===== src/logic/mem_pkg.sv =====
`default_nettype none

package mem_pkg;

  localparam int xlen = 32;
  localparam int reg_addr_width = 5;
  localparam int dtim_depth_log2 = 10; // 1k words
  localparam int dtim_wait = 2;

  typedef enum logic [2:0] {
    op_none,
    op_alu,
    op_load,
    op_store,
    op_fence
  } mem_op_t;

  typedef enum logic [1:0] {
    lsu_byte,
    lsu_half,
    lsu_word
  } lsu_width_t;

  // narrow store data copied to every lane of the word
  function automatic logic [xlen-1:0] store_data(input logic [xlen-1:0] sdata,
                                                 input lsu_width_t width);
    logic [xlen-1:0] result;
    case (width)
      lsu_byte: result = {4{sdata[7:0]}};
      lsu_half: result = {2{sdata[15:0]}};
      default:  result = sdata;
    endcase
    return result;
  endfunction

  function automatic logic [xlen/8-1:0] byte_enable(input lsu_width_t width,
                                                    input logic [1:0] offset);
    logic [xlen/8-1:0] strobe;
    case (width)
      lsu_byte: strobe = 4'b0001 << offset;
      lsu_half: strobe = 4'b0011 << {offset[1], 1'b0}; // bit 0 dropped
      default:  strobe = 4'b1111;
    endcase
    return strobe;
  endfunction

endpackage

`default_nettype wire


===== src/logic/load_align.sv =====
`timescale 1ns/1ps
`default_nettype none

module load_align import mem_pkg::*; (
  input  logic [xlen-1:0] rdata,
  input  lsu_width_t      lsu_width,
  input  logic            lsu_unsigned,
  input  logic [1:0]      lsu_offset,
  output logic [xlen-1:0] ldata
);

  logic [xlen-1:0] shifted;
  logic            sign_bit;

  // addressed byte moved down to bit 0
  assign shifted = rdata >> {lsu_offset, 3'b000};

  always_comb begin
    sign_bit = 1'b0;
    case (lsu_width)
      lsu_byte: begin
        sign_bit = shifted[7] & ~lsu_unsigned;
        ldata = {{(xlen-8){sign_bit}}, shifted[7:0]};
      end
      lsu_half: begin
        sign_bit = shifted[15] & ~lsu_unsigned;
        ldata = {{(xlen-16){sign_bit}}, shifted[15:0]};
      end
      default: begin
        ldata = rdata; // full word, no shift
      end
    endcase
  end

endmodule

`default_nettype wire


===== config.mk =====
export PLATFORM = sky130hd
export DESIGN_NAME = load_align
export DESIGN_NICKNAME = d
export VERILOG_FILES = /design/src/logic/mem_pkg.sv /design/src/logic/load_align.sv
export SDC_FILE = /design/constraint.sdc
export NUM_CORES = 1
export LEC_CHECK = 0
export BUFFER_PORTS_ARGS = -buffer_cell sky130_fd_sc_hd__buf_2
export CORE_UTILIZATION = 42
export DETAILED_ROUTE_END_ITERATION = 6
export PLACE_DENSITY = 0.87
export REMOVE_ABC_BUFFERS = 1
export SLEW_MARGIN = 10
export SYNTH_ARGS = -nofsm -noshare
export SYNTH_HDL_FRONTEND = slang
export SYNTH_SLANG_ARGS = --single-unit

===== constraint.sdc =====
create_clock -name vclk -period 4.4
set_clock_uncertainty 0.1 [all_clocks]
set_input_delay 0.88 -clock vclk [all_inputs]
set_output_delay 0.88 -clock vclk [all_outputs]
set_load 0.02 [all_outputs]

==> impl_metrics.yaml, run 1 <==
hold_path:
  hp-class: "primary input to primary output"
cells_and_area:
  drive_gt1_share_pct: 42.35
  mostFrequentLayoutCells: "buf_2 (69), nand2_1 (28), o21ai_1 (10)"
  finalNetCount: 209
  fillers: 142
  syn_to_final_growth_pct: 41.22
  seq_cells: 0
  utilization_pct: 66.35
  clkbuf_count: 0
  mostFrequentLayoutCell: "buf_2"
  seq_area_um2: 0
  num_antenna_cells: 0
cts:
  hold_buffers: 0
  post-cts-setup-buffer-count: 0
  cts_resized: 0
synthesis:
  syn_inst: 113
  netlist_area_um2: 740.7
  synth_area_leaders: "nand2_1 (14%), mux2i_1 (9.5%), o211a_1 (9.5%), nand3b_1 (7.1%), o31ai_1 (7.1%)"
  synthDistinctLibCells: 23
  synth_largest_area_cell: "nand2_1"
  yosys_warnings: 0
  yosys.area.top_type_share_pct: 14.19
  avgSynthCellArea_um2: 6.555
  synth-seq-area-share_pct: 0
floorplan:
  die_h_um: 44.00
  core_um2: 1577
  die_x_um: 44.00
  ios: 69
  std_cell_rows: 14
  initial_core_util_pct: 46.98
  die-area_um2: 1936
placed_design:
  gp_congestion: 0.7465
  place_ws_ps: 590.2
  post-dp-hpwl_mm: 1.848
  port_buffers: 69
routing:
  firstDrtPassIters: 7
  via_per_inst: 5.812
  drc_errors: 7
  wl_per_cell_um: 13.55
  initialDrtViolationCount: 49
  num_vias: 1081
  wirelength_mm: 2.520
  ant_nets: 0
sta:
  max_slew_margin_pct: 54.47
  finalCritPeriodShare_pct: 86.64
  rsz0062_at_grt: "no"
  tightest_slew_ps: 682.9
  min_period_ps: 3812
  setup_violations: 0
  fin_ws_ps: 587.7
  drv_slew: 0
  final-hold-violation-count: 0
  setup-tns-final_ps: 0
  max_freq_ghz: 0.2623
  holdWs_ps: 1983
power_and_ir_drop:
  ir_drop_v: 0.00005879
  total_power_w: 0.0001519
  power-per-cell-area_nw_per_um2: 145.2
  p_leak_nw: 0.5962
critical_path:
  path_max_fanout: 19
  path_class: "primary input to primary output"
  cp.arrival_ps: 2830
  crit_required_ps: 3420
  worst_setup_path_start_kind: "primary input"
  crit_path_end_kind: "primary output"
global_routing:
  grt_max_degree: 36
  grt_pass1_wl_mm: 3.615
  antenna_found_initial: 0
  grt_pass1_vias: 848
  grt_util_all_layers_pct: 23.45
  grt_overflow_total: 0
run_status:
  status: "finished with violations"
  failed_checks: "design-rule violations"
job:
  maxCapViolations: 0
-- final timing paths --
check / slack (ps) / end / cells after the start / start
worst max-delay path: 590 / ldata[17] / 5 / lsu_offset[1]
worst min-delay path: 1980 / ldata[7] / 4 / rdata[7]
-- cell type report --
type                            count  area, µm²  area share (%)
Multi-Input combinational cell     97      665.6           63.64
Inverter                            4      15.01           1.435
Tap cell                           16      20.02           1.914
Timing Repair Buffer               69      345.3           33.01
-- cells by family (layout without fill, tap and decap cells) --
group	count (synthesis)	count (layout)	share of synthesized area, %
simple gates	39	39	25.00
buf+inv	16	73	10.13
mux	9	9	14.02
compound gates	49	49	50.85
-- metrics by stage --
| stage | area (µm²) | std cells |
|---|---|---|
| 5_1_grt | 1046 | 186 |
| 3_5_place_dp | 1046 | 186 |
| 4_1_cts | 1046 | 186 |
| 6_report | 1046 | 186 |
| 3_3_place_gp | 1046 | 186 |
| 2_1_floorplan | 680.7 | 101 |
-- layer usage --
metal  up-vias  part of all wire, %  track usage [%]
met3         2                  9.2            1.250
met1       472                   43            31.09
met4         0                 0.75            3.636
met2        62                   47            42.39
met5         -                    0                0
li1        545                    -                -
-- report_power, final --
group | switching (W) | leakage, nW | internal (W) | total (W)
registers | 0 | 0 | 0 | 0
clock network | 0 | 0 | 0 | 0
logic | 0.0000937 | 0.596 | 0.0000582 | 0.000152
total | 0.0000937 | 0.596 | 0.0000582 | 0.000152
-- synthesized netlist by cell type, drive strengths merged --
cell	instances
a211oi	1
a21oi	1
a221oi	1
a22o	6
a2bb2oi	2
and4b	1
buf	2
clkbuf	10
clkinv	1
inv	3
mux2	1
mux2i	7
mux4	1
nand2	28
nand3	1
nand3b	7
nor2b	2
o211a	7
o21ai	17
o21bai	1
o2bb2ai	6
o31ai	7
-- critical path, stage by stage --
cell and delay, ps:
buf_2 330, mux4_2 620, a221oi_4 660, o21ai_0 150
buf_2 190
(Power assumes the default switching activity.)
==> run 2, diff against run 1 <==
--- a/config.mk
+++ b/config.mk
@@ -6,10 +6,11 @@
 export NUM_CORES = 1
 export LEC_CHECK = 0
 export BUFFER_PORTS_ARGS = -buffer_cell sky130_fd_sc_hd__buf_2
-export CORE_UTILIZATION = 42
+export CORE_UTILIZATION = 35
 export DETAILED_ROUTE_END_ITERATION = 6
-export PLACE_DENSITY = 0.87
+export PLACE_DENSITY = 0.77
 export REMOVE_ABC_BUFFERS = 1
+export SKIP_LAST_GASP = 1
 export SLEW_MARGIN = 10
 export SYNTH_ARGS = -nofsm -noshare
 export SYNTH_HDL_FRONTEND = slang
==> constraint.sdc (replaced) <==
create_clock -name vclk -period 3.3
set_clock_uncertainty 0.1 [all_clocks]
set_input_delay 0.66 -clock vclk [all_inputs]
set_output_delay 0.66 -clock vclk [all_outputs]
set_load 0.02 [all_outputs]
==> run 2 against run 1 <==
Effect of this change:
- critical path depth grew 1
- die area grew 19%
- routed wire length grew 4.0%
- total power grew 42%
- critical path type unchanged
- highest routed layer is now met3
- cell count grew 9.1%
- via count grew 2.8%
- combinational power grew 42%
- the run now ends clean
==> impl_metrics.yaml, run 2 (synthesis results as in run 1) <==
run_status:
  status: "finished clean"
job:
  maxCapViolations: 0
floorplan:
  ios: 69
  die_x_um: 48.01
  core_um2: 1982
  die-area_um2: 2304
  die_h_um: 48.01
  initial_core_util_pct: 37.37
  std_cell_rows: 16
cells_and_area:
  num_antenna_cells: 0
  mostFrequentLayoutCell: "buf_2"
  seq_area_um2: 0
  finalNetCount: 215
  seq_cells: 0
  mostFrequentLayoutCells: "buf_2 (69), nand2_1 (28), o21ai_1 (10)"
  syn_to_final_growth_pct: 50.84
  clkbuf_count: 0
  fillers: 199
  utilization_pct: 56.38
  drive_gt1_share_pct: 44.32
sta:
  rsz0062_at_grt: "no"
  max_freq_ghz: 0.3207
  max_slew_margin_pct: 62.94
  setup_violations: 0
  final-hold-violation-count: 0
  drv_slew: 0
  tightest_slew_ps: 555.9
  setup-tns-final_ps: 0
  min_period_ps: 3119
  finalCritPeriodShare_pct: 94.50
power_and_ir_drop:
  seq_power_share_pct: 0
  ir_drop_v: 0.00007543
  power_switching_share_pct: 59.55
  power-per-cell-area_nw_per_um2: 193.2
  p_comb_share_pct: 100.0
  intPower_w: 0.00008731
  p_leak_nw: 0.6302
  p_sw_w: 0.0001285
  clock_power_share_pct: 0
critical_path:
  crit_buf_inv: 3
  crit_path_end_kind: "primary output"
  path_delay_family: "multiplexers"
  crit_required_ps: 2540
  path_class: "primary input to primary output"
  cp_num_cells: 6
  path_max_fanout: 11
  path_common_cell: "buf_2"
  crit_slowest_cell: "mux4_2"
  cp.arrival_ps: 2360
  worst_setup_path_start_kind: "primary input"
  cp_slowest_stage_delay_ps: 590
  path_cells: "buf_2 -> mux4_2 -> a221oi_4 -> buf_12 -> o21ai_0 -> buf_2"
global_routing:
  grt.met2_usage_pct: 37.03
  grt_busiest_layer: "met2"
  grt_max_degree: 36
  grt_util_all_layers_pct: 20.02
  grt_overflow_total: 0
  antenna_found_initial: 0
  use_met1_pct: 27.31
  grt_pass1_wl_mm: 3.422
  use_met3_pct: 0.3774
  grt_pass1_vias: 788
cts:
  hold_buffers: 0
  cts_resized: 0
  post-cts-setup-buffer-count: 0
routing:
  initialDrtViolationCount: 37
  wl_per_cell_um: 12.92
  num_vias: 1111
  via_per_inst: 5.473
  drc_errors: 0
  ant_nets: 0
  firstDrtPassIters: 4
  wirelength_mm: 2.622
hold_path:
  hp-class: "primary input to primary output"
  hold_depth: 4
placed_design:
  port_buffers: 69
  post-dp-hpwl_mm: 2.027
  gp_congestion: 0.7523
[run 2: area by class of cell]
| class | count | area, µm² | area share [%] |
|---|---|---|---|
| inverters | 4 | 15.01 | 1.344 |
| multi-input cells | 97 | 665.6 | 59.57 |
| well taps | 27 | 33.78 | 3.024 |
| repair buffers | 75 | 402.9 | 36.06 |
[run 2: routing by layer]
layer	up-vias	part of all wire [%]
li1	554	-
met1	485	42
met2	72	49
met3	0	9.0
met4	0	0
met5	-	0
[run 2: metrics by stage]
step | power, W | std cells | instance area (µm²) | setup WS [ps] | hold WS, ps
after floorplan | 0.0001192 | 101 | 680.7 | 484.3 | 1366
after global placement | 0.0002112 | 203 | 1117 | 244.3 | 1536
after detailed placement | 0.0002150 | 203 | 1117 | 179.3 | 1544
after CTS | 0.0002156 | 203 | 1117 | 180.3 | 1545
after global routing | 0.0002335 | 203 | 1117 | 100.8 | 1572
final | 0.0002158 | 203 | 1117 | 181.5 | 1546
[run 2: path summary, 6_finish.rpt]
check                     start  slack, ps   endpoint
setup / recovery  lsu_offset[1]        180  ldata[20]
hold / removal         rdata[7]       1550   ldata[7]
[run 2: power by group through the flow]
stage	sequential, W	clock, W	combinational (W)
2_1_floorplan	0	0	0.000119
3_3_place_gp	0	0	0.000211
3_5_place_dp	0	0	0.000215
4_1_cts	0	0	0.000216
5_1_grt	0	0	0.000233
6_report	0	0	0.000216
==> run 3, diff against run 2 <==
--- a/config.mk
+++ b/config.mk
@@ -8,6 +8,7 @@
 export BUFFER_PORTS_ARGS = -buffer_cell sky130_fd_sc_hd__buf_2
 export CORE_UTILIZATION = 35
 export DETAILED_ROUTE_END_ITERATION = 6
+export GPL_TIMING_DRIVEN = 0
 export PLACE_DENSITY = 0.77
 export REMOVE_ABC_BUFFERS = 1
 export SKIP_LAST_GASP = 1
==> run 3 against run 2 <==
Effect of this change:
- total power fell by 4.2%
- sequential share of layout area did not move
- cell area fell by 3.5%
- fmax fell by 0.94%
- first-iteration DRC count fell by 46%
- die area did not move
- critical path depth did not move
- routed wire length fell by 4.6%
- non-clock buffer count fell by 4
- clock-buffer cell count did not move
- hold slack improved by 6.0 ps
- via count fell by 2.0%
- critical path type unchanged
- critical endpoint is now ldata[18]
- largest power group unchanged
==> impl_metrics.yaml, run 3 (synthesis results as in run 1) <==
run_status:
  status: "finished clean"
sta:
  tightest_slew_ps: 547.7
  setup-tns-final_ps: 0
  setup_violations: 0
  drv_slew: 0
  max_slew_margin_pct: 63.41
  max_freq_ghz: 0.3176
  rsz0062_at_grt: "no"
  final-hold-violation-count: 0
  min_period_ps: 3148
  finalCritPeriodShare_pct: 95.40
  holdWs_ps: 1552
global_routing:
  antenna_found_initial: 0
  grt_pass1_wl_mm: 3.360
  grt_max_degree: 36
  grt_pass1_vias: 793
  grt_util_all_layers_pct: 19.39
  grt_overflow_total: 0
cells_and_area:
  mostFrequentLayoutCells: "buf_2 (69), nand2_1 (28), o21ai_1 (10)"
  syn_to_final_growth_pct: 45.61
  seq_cells: 0
  utilization_pct: 54.42
  mostFrequentLayoutCell: "buf_2"
  seq_area_um2: 0
  drive_gt1_share_pct: 43.60
  clkbuf_count: 0
  num_antenna_cells: 0
  design_area_um2: 1079
  finalNetCount: 211
critical_path:
  cp.arrival_ps: 2390
  path_max_fanout: 19
  crit_path_end_kind: "primary output"
  path_class: "primary input to primary output"
  crit_required_ps: 2540
  worst_setup_path_start_kind: "primary input"
floorplan:
  ios: 69
  die-area_um2: 2304
  die_x_um: 48.01
  die_h_um: 48.01
  core_um2: 1982
  initial_core_util_pct: 37.37
  std_cell_rows: 16
placed_design:
  post-dp-hpwl_mm: 1.881
  gp_congestion: 0.7482
  postPlaceCellArea_um2: 1060
  port_buffers: 69
routing:
  wl_met1_mm: 1.156
  wl_per_cell_um: 12.57
  wl_met3_um: 179
  via_per_inst: 5.472
  wirelength_mm: 2.501
  wl_met2_mm: 1.165
  highest_layer: "met3"
  ant_nets: 0
  drc_errors: 0
  firstDrtPassIters: 5
  num_vias: 1089
  initialDrtViolationCount: 20
power_and_ir_drop:
  power-per-cell-area_nw_per_um2: 191.7
  ir_drop_v: 0.00008138
  p_leak_nw: 0.6056
hold_path:
  hp-class: "primary input to primary output"
job:
  maxCapViolations: 0
cts:
  hold_buffers: 0
-- run 3: what timing repair did --
action	in CTS	in global routing
endpoints found under the setup margin	23	0
hold endpoints to repair	0	0
buffers inserted	2	0
resized for setup	1	0
-- run 3: final cells by class --
type	instances	area, µm²
fillers	188	903.4
multi-input cells	97	669.4
repair buffers	71	360.3
well taps	27	33.78
inverters	4	15.01
-- run 3: through the flow --
step | total power [W] | setup WS [ps] | std cells
2_1_floorplan | 0.0001192 | 484.3 | 101
3_3_place_gp | 0.0001995 | -73.12 | 197
3_5_place_dp | 0.0002024 | -111.1 | 197
4_1_cts | 0.0002076 | 145.2 | 199
5_1_grt | 0.0002258 | 11.16 | 199
6_report | 0.0002067 | 151.8 | 199
-- run 3: worst max-delay path, cell delays in order --
cell	delay, ps
buf_2	330
mux4_2	630
a221oi_4	300
buf_4	200
o21ai_0	80
buf_2	180
-- run 3: power by group --
part	internal [W]	switching (W)	leakage, nW
Clock	0	0	0
Combinational	0.0000811	0.000126	0.606
Sequential	0	0	0
-- run 3: final timing paths --
check / startpoint / end / slack (ps) / cells after the start
worst max-delay path: lsu_offset[1] / ldata[18] / 150 / 6
worst min-delay path: rdata[7] / ldata[7] / 1550 / 4
-- run 3: routing by layer --
layer  GRT usage [%]  vias up
met5               0        -
met4          0.5556        0
met3          0.3774        0
met2           35.95       50
met1           26.15      494
li1                -      545
